**config.mk**
```make
export PLATFORM = sky130hd
export DESIGN_NAME = decode_stage
export DESIGN_NICKNAME = d
export VERILOG_FILES = /design/src/decoder_pkg.sv /design/src/decode_if.sv /design/src/operand_if.sv /design/src/instr_classifier.sv /design/src/src_operand_tracker.sv /design/src/decode_stage_ctrl.sv /design/src/decode_stage.sv
export VERILOG_INCLUDE_DIRS = /design/src
export SDC_FILE = /design/constraint.sdc
export NUM_CORES = 1
export LEC_CHECK = 0
export BUFFER_PORTS_ARGS = -buffer_cell sky130_fd_sc_hd__buf_4
export CORE_AREA = 2 2 145 147
export DETAILED_ROUTE_END_ITERATION = 16
export DIE_AREA = 0 0 147 149
export SKIP_LAST_GASP = 1
export SLEW_MARGIN = 30
export SYNTH_ARGS = -nofsm -noshare
export SYNTH_HDL_FRONTEND = slang
export SYNTH_SLANG_ARGS = --single-unit
```
**constraint.sdc**
```tcl
create_clock -name con_cmd -period 10.7 [get_ports con_cmd]
set_input_delay 1.605 -clock con_cmd [delete_from_list [all_inputs] [get_ports con_cmd]]
set_output_delay 1.605 -clock con_cmd [all_outputs]
set_load 0.02 [all_outputs]
```
**src/decoder_defines.svh**
```systemverilog
/* width macros for the decode stage, included by the package and the classifier */
`ifndef DECODER_DEFINES_SVH
`define DECODER_DEFINES_SVH

// data path and instruction word
`define DEC_XLEN 32

// register indices and tags
`define DEC_AREG_W 5
`define DEC_PREG_W 6

`define DEC_PC_W 32

// micro-op is split into a class and a sub-op
`define DEC_UOP_HI_W 3
`define DEC_UOP_LO_W 3

`endif

```
**src/decoder_pkg.sv**
```systemverilog
/* types shared by the decode stage: widths with a meaning, FSM states and
   the RV32I/M major opcodes; referenced by scoped name */
`include "decoder_defines.svh"

package decoder_pkg;

    typedef logic [`DEC_XLEN-1:0]                     word_t;
    typedef logic [`DEC_AREG_W-1:0]                   areg_t;
    typedef logic [`DEC_PREG_W-1:0]                   preg_t;
    typedef logic [`DEC_PC_W-1:0]                     pc_t;
    typedef logic [`DEC_UOP_HI_W+`DEC_UOP_LO_W-1:0]   uop_t;

    typedef enum logic [2:0] {
        FMT_R    = 3'd0,
        FMT_I    = 3'd1,
        FMT_S    = 3'd2,
        FMT_B    = 3'd3,
        FMT_U    = 3'd4,
        FMT_J    = 3'd5,
        FMT_NONE = 3'd7
    } instr_fmt_e;

    typedef enum logic [3:0] {
        PIPE_NONE = 4'd0,
        PIPE_EXEC = 4'd1,
        PIPE_DIV  = 4'd2,
        PIPE_CSR  = 4'd3,
        PIPE_LSU  = 4'd4
    } pipe_e;

    typedef enum logic [1:0] {SRC_IDLE, SRC_REQ, SRC_READY, SRC_WAIT_WB} src_state_e;
    typedef enum logic [1:0] {DST_IDLE, DST_REQ, DST_READY} dst_state_e;

    ////////////////////////////////////////////////////////////
    // major opcodes
    localparam logic [6:0] OPC_OP       = 7'b0110011;
    localparam logic [6:0] OPC_OP_IMM   = 7'b0010011;
    localparam logic [6:0] OPC_BRANCH   = 7'b1100011;
    localparam logic [6:0] OPC_AUIPC    = 7'b0010111;
    localparam logic [6:0] OPC_JAL      = 7'b1101111;
    localparam logic [6:0] OPC_JALR     = 7'b1100111;
    localparam logic [6:0] OPC_LOAD     = 7'b0000011;
    localparam logic [6:0] OPC_LUI      = 7'b0110111;
    localparam logic [6:0] OPC_STORE    = 7'b0100011;
    localparam logic [6:0] OPC_MISC_MEM = 7'b0001111;
    localparam logic [6:0] OPC_SYSTEM   = 7'b1110011;

endpackage

```
**src/decode_if.sv**
```systemverilog
/* classifier results for the latched instruction; the classifier drives it,
   the stage control and the top level read it */
interface decode_if;

    decoder_pkg::instr_fmt_e fmt;
    decoder_pkg::pipe_e      pipe;
    decoder_pkg::uop_t       uop;

    // which registers the instruction touches
    logic                    need_r1;
    logic                    need_r2;
    logic                    need_rd;

    decoder_pkg::areg_t      rs1;
    decoder_pkg::areg_t      rs2;
    decoder_pkg::areg_t      rd;

    modport drv (output fmt, pipe, uop, need_r1, need_r2, need_rd, rs1, rs2, rd);
    modport rdr (input fmt, pipe, uop, need_r1, need_r2, need_rd, rs1, rs2, rd);

endinterface

```
**src/operand_if.sv**
```systemverilog
/* link between the stage control and one source tracker, start and rel are
   single-cycle pulses from the control */
interface operand_if;

    logic               start;
    // release pulse, the held instruction leaves in this cycle
    logic               rel;

    logic               done;
    logic               rdy;
    decoder_pkg::preg_t preg;
    decoder_pkg::word_t data;

    modport ctrl (output start, rel, input done, rdy, preg, data);
    modport trk  (input start, rel, output done, rdy, preg, data);

endinterface

```
**src/instr_classifier.sv**
```systemverilog
/* combinational RV32I/M classifier: format, issue pipe, micro-op, operand
   needs and register fields of the latched instruction */
`include "decoder_defines.svh"

module instr_classifier (
    input  decoder_pkg::word_t i_instr,
    decode_if.drv              dec
);

    logic [6:0]               opcode;
    logic [2:0]               funct3;
    logic [6:0]               funct7;
    logic                     is_div;
    logic [`DEC_UOP_HI_W-1:0] uop_cls;
    logic [`DEC_UOP_LO_W-1:0] uop_sub;

    ////////////////////////////////////////////////////////////
    // field slicing
    assign opcode  = i_instr[6:0];
    assign funct3  = i_instr[14:12];
    assign funct7  = i_instr[31:25];
    assign dec.rd  = i_instr[11:7];
    assign dec.rs1 = i_instr[19:15];
    assign dec.rs2 = i_instr[24:20];

    // M extension div/rem ops
    assign is_div  = (funct7 == 7'b0000001) && (funct3 >= 3'd4);

    always_comb begin
        case (opcode)
            decoder_pkg::OPC_OP:     dec.fmt = decoder_pkg::FMT_R;
            decoder_pkg::OPC_OP_IMM,
            decoder_pkg::OPC_JALR,
            decoder_pkg::OPC_LOAD,
            decoder_pkg::OPC_LUI,
            decoder_pkg::OPC_MISC_MEM,
            decoder_pkg::OPC_SYSTEM: dec.fmt = decoder_pkg::FMT_I;
            decoder_pkg::OPC_STORE:  dec.fmt = decoder_pkg::FMT_S;
            decoder_pkg::OPC_BRANCH: dec.fmt = decoder_pkg::FMT_B;
            decoder_pkg::OPC_AUIPC:  dec.fmt = decoder_pkg::FMT_U;
            decoder_pkg::OPC_JAL:    dec.fmt = decoder_pkg::FMT_J;
            default:                 dec.fmt = decoder_pkg::FMT_NONE;
        endcase
    end

    // operand needs follow the format
    assign dec.need_r1 = dec.fmt inside {decoder_pkg::FMT_R, decoder_pkg::FMT_I,
                                         decoder_pkg::FMT_S, decoder_pkg::FMT_B};
    assign dec.need_r2 = dec.fmt inside {decoder_pkg::FMT_R, decoder_pkg::FMT_S,
                                         decoder_pkg::FMT_B};
    assign dec.need_rd = dec.fmt inside {decoder_pkg::FMT_R, decoder_pkg::FMT_I,
                                         decoder_pkg::FMT_U, decoder_pkg::FMT_J};

    always_comb begin
        case (opcode)
            decoder_pkg::OPC_OP,
            decoder_pkg::OPC_OP_IMM,
            decoder_pkg::OPC_BRANCH,
            decoder_pkg::OPC_AUIPC,
            decoder_pkg::OPC_JAL,
            decoder_pkg::OPC_JALR:
                dec.pipe = is_div ? decoder_pkg::PIPE_DIV : decoder_pkg::PIPE_EXEC;
            decoder_pkg::OPC_LOAD,
            decoder_pkg::OPC_LUI,
            decoder_pkg::OPC_STORE,
            decoder_pkg::OPC_MISC_MEM: dec.pipe = decoder_pkg::PIPE_LSU;
            decoder_pkg::OPC_SYSTEM:   dec.pipe = decoder_pkg::PIPE_CSR;
            default:                   dec.pipe = decoder_pkg::PIPE_NONE;
        endcase
    end

    ////////////////////////////////////////////////////////////
    // micro-op, class in the upper half
    always_comb begin
        uop_cls = 3'd0;
        uop_sub = funct3;
        case (opcode)
            decoder_pkg::OPC_OP: begin
                if (funct7 == 7'b0100000) begin
                    // sub and sra
                    uop_cls = 3'd1;
                    uop_sub = (funct3 == 3'd0) ? 3'd4 : 3'd5;
                end else if (funct7 == 7'b0000001) begin
                    uop_cls = 3'd1;
                end
            end
            decoder_pkg::OPC_OP_IMM:   uop_cls = 3'd2;
            decoder_pkg::OPC_BRANCH:   uop_cls = 3'd3;
            decoder_pkg::OPC_AUIPC: begin
                uop_cls = 3'd4;
                uop_sub = 3'd0;
            end
            decoder_pkg::OPC_JAL: begin
                uop_cls = 3'd4;
                uop_sub = 3'd1;
            end
            decoder_pkg::OPC_JALR: begin
                uop_cls = 3'd4;
                uop_sub = 3'd2;
            end
            decoder_pkg::OPC_LOAD:     uop_cls = 3'd0;
            decoder_pkg::OPC_LUI:      uop_sub = 3'd3;
            decoder_pkg::OPC_STORE:    uop_cls = 3'd1;
            decoder_pkg::OPC_MISC_MEM: uop_cls = 3'd2;
            decoder_pkg::OPC_SYSTEM: begin
                // ecall or ebreak picked by bit 20
                if (funct3 == 3'd0) begin
                    uop_sub = {2'b00, i_instr[20]};
                end else begin
                    uop_cls = 3'd1;
                end
            end
            default:                   uop_sub = 3'd0;
        endcase
    end

    assign dec.uop = {uop_cls, uop_sub};

endmodule

```
**src/src_operand_tracker.sv**
```systemverilog
/* one source operand: books its tag at rename, then snoops the writeback
   broadcast until the value shows up */
module src_operand_tracker (
    input  logic               con_cmd,
    input  logic               i_rst_n,
    operand_if.trk             op,
    input  logic               i_need,
    input  logic               i_grant,
    input  decoder_pkg::preg_t i_ren_preg,
    input  logic               i_ren_rdy,
    input  decoder_pkg::word_t i_ren_data,
    input  logic               i_wb_valid,
    input  decoder_pkg::preg_t i_wb_preg,
    input  decoder_pkg::word_t i_wb_data
);

    decoder_pkg::src_state_e state_q;
    decoder_pkg::src_state_e state_d;
    logic                    rdy_q;
    decoder_pkg::preg_t      preg_q;
    decoder_pkg::word_t      data_q;
    logic                    grant_hit;
    logic                    wb_hit;

    assign grant_hit = (state_q == decoder_pkg::SRC_REQ) && i_grant;
    assign wb_hit    = (state_q == decoder_pkg::SRC_WAIT_WB) && i_wb_valid
                       && (i_wb_preg == preg_q);

    always_comb begin
        state_d = state_q;
        case (state_q)
            decoder_pkg::SRC_IDLE:
                if (op.start) state_d = decoder_pkg::SRC_REQ;
            decoder_pkg::SRC_REQ:
                if (i_grant) begin
                    state_d = (i_need && !i_ren_rdy) ? decoder_pkg::SRC_WAIT_WB
                                                     : decoder_pkg::SRC_READY;
                end
            default: begin
                // leaving wins over a late wakeup
                if (op.rel) begin
                    state_d = op.start ? decoder_pkg::SRC_REQ : decoder_pkg::SRC_IDLE;
                end else if (wb_hit) begin
                    state_d = decoder_pkg::SRC_READY;
                end
            end
        endcase
    end

    always_ff @(posedge con_cmd or negedge i_rst_n) begin
        if (!i_rst_n) begin
            state_q <= decoder_pkg::SRC_IDLE;
            rdy_q   <= 1'b0;
        end else begin
            state_q <= state_d;
            if (op.rel) begin
                rdy_q <= 1'b0;
            end else if (grant_hit) begin
                rdy_q <= !i_need || i_ren_rdy;
            end else if (wb_hit) begin
                rdy_q <= 1'b1;
            end
        end
    end

    // tag and value, unneeded sources read as zero
    always_ff @(posedge con_cmd) begin
        if (grant_hit) begin
            preg_q <= i_ren_preg;
            data_q <= (i_need && i_ren_rdy) ? i_ren_data : '0;
        end else if (wb_hit) begin
            data_q <= i_wb_data;
        end
    end

    assign op.done = (state_q == decoder_pkg::SRC_READY) || (state_q == decoder_pkg::SRC_WAIT_WB);
    assign op.rdy  = rdy_q;
    assign op.preg = preg_q;
    assign op.data = data_q;

    // a booked value stays ready until the instruction leaves
    a_rdy_hold: assert property (@(posedge con_cmd) disable iff (!i_rst_n)
        (op.done && op.rdy && !op.rel) |=> op.rdy);

endmodule

```
**src/decode_stage_ctrl.sv**
```systemverilog
/* decode stage control: instruction latch, destination booking with the
   rename unit, accept and output-valid handshake levels */
module decode_stage_ctrl (
    input  logic               con_cmd,
    input  logic               i_rst_n,
    input  logic               i_instr_valid,
    input  decoder_pkg::word_t i_instr,
    input  decoder_pkg::pc_t   i_pc,
    input  logic               i_stall,
    input  logic               i_ren_grant,
    input  decoder_pkg::preg_t i_ren_preg_rd,
    decode_if.rdr              dec,
    operand_if.ctrl            src_r1,
    operand_if.ctrl            src_r2,
    output decoder_pkg::word_t o_instr,
    output logic               o_ready,
    output logic               o_ren_req,
    output logic               o_dec_valid,
    output decoder_pkg::word_t o_dec_instr,
    output decoder_pkg::pc_t   o_dec_pc,
    output decoder_pkg::preg_t o_dec_preg_rd
);

    decoder_pkg::dst_state_e dst_q;
    decoder_pkg::dst_state_e dst_d;
    decoder_pkg::word_t      instr_q;
    decoder_pkg::pc_t        pc_q;
    decoder_pkg::preg_t      preg_rd_q;
    logic                    accept;
    logic                    fire;

    ////////////////////////////////////////////////////////////
    // handshake
    assign fire        = o_dec_valid && !i_stall;
    assign accept      = i_instr_valid && o_ready;
    // all bookings move together, so dst idle means the trackers are idle too
    assign o_ready     = (dst_q == decoder_pkg::DST_IDLE) || fire;
    assign o_dec_valid = (dst_q == decoder_pkg::DST_READY) && src_r1.done && src_r2.done;
    assign o_ren_req   = (dst_q == decoder_pkg::DST_REQ);

    assign src_r1.start = accept;
    assign src_r2.start = accept;
    assign src_r1.rel   = fire;
    assign src_r2.rel   = fire;

    always_ff @(posedge con_cmd) begin
        if (accept) begin
            instr_q <= i_instr;
            pc_q    <= i_pc;
        end
    end

    ////////////////////////////////////////////////////////////
    // destination booking
    always_comb begin
        dst_d = dst_q;
        case (dst_q)
            decoder_pkg::DST_IDLE:
                if (accept) dst_d = decoder_pkg::DST_REQ;
            decoder_pkg::DST_REQ:
                if (i_ren_grant) dst_d = decoder_pkg::DST_READY;
            default:
                if (fire) dst_d = accept ? decoder_pkg::DST_REQ : decoder_pkg::DST_IDLE;
        endcase
    end

    always_ff @(posedge con_cmd or negedge i_rst_n) begin
        if (!i_rst_n) begin
            dst_q <= decoder_pkg::DST_IDLE;
        end else begin
            dst_q <= dst_d;
        end
    end

    always_ff @(posedge con_cmd) begin
        if (o_ren_req && i_ren_grant) begin
            preg_rd_q <= dec.need_rd ? i_ren_preg_rd : '0;
        end
    end

    assign o_instr       = instr_q;
    assign o_dec_instr   = instr_q;
    assign o_dec_pc      = pc_q;
    assign o_dec_preg_rd = preg_rd_q;

    a_valid_held: assert property (@(posedge con_cmd) disable iff (!i_rst_n)
        (o_dec_valid && i_stall) |=> o_dec_valid);

    // a new booking only starts on empty or departing trackers
    a_start_free: assert property (@(posedge con_cmd) disable iff (!i_rst_n)
        src_r1.start |-> (src_r1.rel || (!src_r1.done && !src_r2.done
                                         && dst_q == decoder_pkg::DST_IDLE)));

endmodule

```
**src/decode_stage.sv**
```systemverilog
/* decode stage top level: classifier, two source trackers and the control,
   rename and writeback buses on plain ports */
module decode_stage (
    input  logic               con_cmd,
    input  logic               i_rst_n,
    input  logic               i_instr_valid,
    input  decoder_pkg::word_t i_instr,
    input  decoder_pkg::pc_t   i_pc,
    input  logic               i_stall,
    // rename response, valid in the grant cycle
    input  logic               i_ren_grant,
    input  decoder_pkg::preg_t i_ren_preg_rd,
    input  decoder_pkg::preg_t i_ren_preg_r1,
    input  logic               i_ren_rdy_r1,
    input  decoder_pkg::word_t i_ren_data_r1,
    input  decoder_pkg::preg_t i_ren_preg_r2,
    input  logic               i_ren_rdy_r2,
    input  decoder_pkg::word_t i_ren_data_r2,
    // writeback broadcast
    input  logic               i_wb_valid,
    input  decoder_pkg::preg_t i_wb_preg,
    input  decoder_pkg::word_t i_wb_data,
    output logic               o_ready,
    output logic               o_ren_req,
    output decoder_pkg::areg_t o_ren_areg_r1,
    output decoder_pkg::areg_t o_ren_areg_r2,
    output decoder_pkg::areg_t o_ren_areg_rd,
    output decoder_pkg::pipe_e o_ren_pipe,
    output decoder_pkg::uop_t  o_ren_uop,
    output logic               o_dec_valid,
    output decoder_pkg::word_t o_dec_instr,
    output decoder_pkg::pc_t   o_dec_pc,
    output decoder_pkg::pipe_e o_dec_pipe,
    output decoder_pkg::uop_t  o_dec_uop,
    output decoder_pkg::preg_t o_dec_preg_rd,
    output decoder_pkg::preg_t o_dec_preg_r1,
    output decoder_pkg::preg_t o_dec_preg_r2,
    output logic               o_dec_rdy_r1,
    output logic               o_dec_rdy_r2,
    output decoder_pkg::word_t o_dec_data_r1,
    output decoder_pkg::word_t o_dec_data_r2
);

    decoder_pkg::word_t latched_instr;

    decode_if  dec ();
    operand_if op_r1 ();
    operand_if op_r2 ();

    decode_stage_ctrl u_ctrl (
        .con_cmd       (con_cmd),
        .i_rst_n       (i_rst_n),
        .i_instr_valid (i_instr_valid),
        .i_instr       (i_instr),
        .i_pc          (i_pc),
        .i_stall       (i_stall),
        .i_ren_grant   (i_ren_grant),
        .i_ren_preg_rd (i_ren_preg_rd),
        .dec           (dec),
        .src_r1        (op_r1),
        .src_r2        (op_r2),
        .o_instr       (latched_instr),
        .o_ready       (o_ready),
        .o_ren_req     (o_ren_req),
        .o_dec_valid   (o_dec_valid),
        .o_dec_instr   (o_dec_instr),
        .o_dec_pc      (o_dec_pc),
        .o_dec_preg_rd (o_dec_preg_rd)
    );

    instr_classifier u_classifier (
        .i_instr (latched_instr),
        .dec     (dec)
    );

    src_operand_tracker u_src_r1 (
        .con_cmd    (con_cmd),
        .i_rst_n    (i_rst_n),
        .op         (op_r1),
        .i_need     (dec.need_r1),
        .i_grant    (i_ren_grant),
        .i_ren_preg (i_ren_preg_r1),
        .i_ren_rdy  (i_ren_rdy_r1),
        .i_ren_data (i_ren_data_r1),
        .i_wb_valid (i_wb_valid),
        .i_wb_preg  (i_wb_preg),
        .i_wb_data  (i_wb_data)
    );

    src_operand_tracker u_src_r2 (
        .con_cmd    (con_cmd),
        .i_rst_n    (i_rst_n),
        .op         (op_r2),
        .i_need     (dec.need_r2),
        .i_grant    (i_ren_grant),
        .i_ren_preg (i_ren_preg_r2),
        .i_ren_rdy  (i_ren_rdy_r2),
        .i_ren_data (i_ren_data_r2),
        .i_wb_valid (i_wb_valid),
        .i_wb_preg  (i_wb_preg),
        .i_wb_data  (i_wb_data)
    );

    // classifier fields feed both the rename request and the decoded output
    assign o_ren_areg_r1 = dec.rs1;
    assign o_ren_areg_r2 = dec.rs2;
    assign o_ren_areg_rd = dec.rd;
    assign o_ren_pipe    = dec.pipe;
    assign o_ren_uop     = dec.uop;
    assign o_dec_pipe    = dec.pipe;
    assign o_dec_uop     = dec.uop;

    assign o_dec_preg_r1 = op_r1.preg;
    assign o_dec_preg_r2 = op_r2.preg;
    assign o_dec_rdy_r1  = op_r1.rdy;
    assign o_dec_rdy_r2  = op_r2.rdy;
    assign o_dec_data_r1 = op_r1.data;
    assign o_dec_data_r2 = op_r2.data;

endmodule

```
==> results.ini <==
[timing]
period_share_pct=38.17
period_needed_ns=4.084
setup_tns_ns=0
max_freq_mhz=244.9
skew_ns=0.01282
tightest_slew_ns=0.8002
rsz0062_at_grt=no
drv_slew=0
final_hold_viol_count=0
slew_headroom_pct=46.66
setup_viol=0

[setup_path]
cp_slowest_cell=edfxtp_1
worst-path-buf-inv=1
critical_path.top_delay_family=compound AO/OA/AOI/OAI gates
crit_path_max_fanout=14
slowest_delay_ns=0.60
end_kind=primary output
crit_type=reg -> out
path_cells=nand2b_1, a211oi_1, o21ai_0, o41ai_1, buf_4
cp.arrival_ns=2.48
required_ns=9.10
start_kind=flop

[floorplanning]
core_um2=20560
die_area_um2=21900
dieHeight_um=149
die_x_um=147
fp-row-count=53
io_pins=378
start_util_pct=30.82

[grt]
grt_overflow=0
track_usage_pct=17.51
first_global_vias=5124
antenna_found_initial=0
grt_pass1_wl_um=29010
grt_max_degree=65

[pwr]
vdd.ir_drop.worst_v=0.0001012
leakagePower_nw=4.124
power_density_nw_per_um2=204.6

[yosys]
ys_warn_count=0
synth-seq-cells=154
netlist_instances=410
synth_edf_count=146
synthMuxAreaShare_pct=0.1777
syn_area_per_cell_um2=15.45
yosys.area_share.simple_pct=6.122
synth_top_family_by_area=compound AO/OA/AOI/OAI gates
synthAdderAreaFrac_pct=0
async_flop_share_pct=5.195
synth.distinct_cells=48
synthXorXnorAreaFrac_pct=1.935
yosys-top-cells-count=edfxtp_1, a22o_1, buf_4, nand2_1, nor2_1
synth_area_leaders=edfxtp_1, a22o_1, dfrtp_1, buf_4, xor2_1
synth_top_area_share_pct=69.19
synth-compound-area-share_pct=13.49
synth_most_common_cell=edfxtp_1
ys_seq_area_share_pct=72.35
syn_area_um2=6336
synth_top_flop_cell=edfxtp_1
yosysTopAreaCell=edfxtp_1

[detailed_routing]
wl_met1_um=6824
ant_nets=0
drc=0
top_layer_used=met4
wl_per_cell_um=19.05
drt-total-wl_um=20060
routed-wl-met3_um=2250
drt_iter0_markers=353
firstDrtPassIters=5
met2_length_um=10490
vias=5022
via_per_inst=4.769

[run_status]
status=completed

[final_layout]
drive_above_1_share_pct=53.73
area_growth_pct=54.62
nets=957
antenna_cells=0
stdcell_count=1053
n_fill_cell=1861

[placement]
io_buffers=375
dp.cells=1021
gp_congestion=0.8473
dpl.hpwl_um=15230

[clock_network]
cts_root_buf=clkbuf_16
tritoncts=built
cts_sinks=154
cts.path.max_buffers=2
cts_setup_buffers=0
clk_latency_ns=0.42
holdBufCountCts=0
path_clk_slew_ns=0.06
tritoncts.num_buffers=17
htree_levels=4
cts_resized=0

[job]
maxCapViolCount=0

[min_path]
hold_path.class=reg -> reg

-- layout by cell type, fill, tap and decap left out, types with 2 or more instances in the layout --
cell       instances
and2_1             8
o211ai_1           3
o32ai_1            2
a21oi_1            8
inv_8              2
nor2_1            14
xor2_1             9
buf_4            382
nand4_1            3
o22ai_1            2
conb_1             2
nor4_1             3
xnor2_1            5
a22o_1            65
dfrtp_1            8
o21ai_0           11
a21o_1             4
nand2_1           17
nand3_1            5
inv_6              5
a211oi_1           2
clkinv_2           2
inv_1             11
nor3_1             7
nor2b_1            2
clkinv_4           2
nand2b_1           3
nand3b_1           4
clkbuf_16         17
edfxtp_1         146
-- flip-flops by register name (all words and copies together) (netlist names), 6 cells and up --
signal,count
u_ctrl.o_dec_instr,32
u_src_r2.op.data,32
u_src_r1.op.data,32
u_ctrl.o_dec_pc,32
u_ctrl.o_dec_preg_rd,6
u_src_r1.op.preg,6
u_src_r2.op.preg,6
-- per-stage QoR --
stage          hold WS (ns)  util (%)  total power [mW]  worst slack, ns  area [um2]
3_3_place_gp         0.4827     44.91             1.431            6.767        9233
4_1_cts              0.5007     47.66             2.030            6.566        9797
5_1_grt              0.5286     47.66             2.094            6.406        9797
2_1_floorplan        0.4798         -             1.174            5.229        6340
3_5_place_dp         0.4863     44.91             1.439            6.783        9233
6_report             0.4949     47.66             2.004            6.616        9797
-- worst reg2reg max path, cell delays in order (launching register included) --
cell      delay, ns
edfxtp_1       0.60
or2_1          0.38
nor3_1         0.30
a211o_1        0.25
and3_1         0.18
buf_4          0.35
a22o_1         0.23
-- layer usage --
layer  up-vias  track usage [%]
li1       2291                -
met4         0            7.163
met2       289            31.22
met3        24            6.911
met1      2418            18.59
met5         -                0
-- final timing paths --
| check | to | start | slack [ns] | cells after the start |
|---|---|---|---|---|
| min | u_src_r2.op.rdy | u_src_r2.op.rdy | 0.49 | 1 |
| min in group asynchronous | u_ctrl.dst_q[0] | i_rst_n | 0.99 | 1 |
| min reg2reg | u_src_r2.op.rdy | u_src_r2.op.rdy | 0.49 | 1 |
| max in group asynchronous | u_src_r2.state_q[1] | i_rst_n | 9.58 | 1 |
| max | o_ren_pipe[1] | u_ctrl.o_dec_instr[6] | 6.62 | 5 |
| max reg2reg | u_src_r1.op.data[3] | u_ctrl.o_dec_instr[6] | 8.28 | 6 |
-- where the power goes --
part           internal [mW]  switching, mW
Clock                  0.326          0.257
Sequential             0.797         0.0669
Combinational          0.237          0.320
Total                   1.36          0.644
-- layout make-up --
class / instances / area, um2 / area share, %
Clock buffer: 18 / 429.2 / 4.381
Clock inverter: 14 / 135.1 / 1.379
Inverter: 11 / 41.29 / 0.4215
Multi-Input combinational cell: 199 / 1395 / 14.24
Sequential cell: 154 / 4584 / 46.79
Tap cell: 275 / 344.1 / 3.512
Timing Repair Buffer: 382 / 2868 / 29.27
-- cells by family (layout without fill, tap and decap cells) --
family          count (synthesis)  in the layout
mux                             1              1
simple gates                   74             74
buf+inv                        58            425
compound gates                108            108
xor+xnor                       14             14
other cells                     1              2
flops                         154            154
Power figures use the tool's default switching activity.
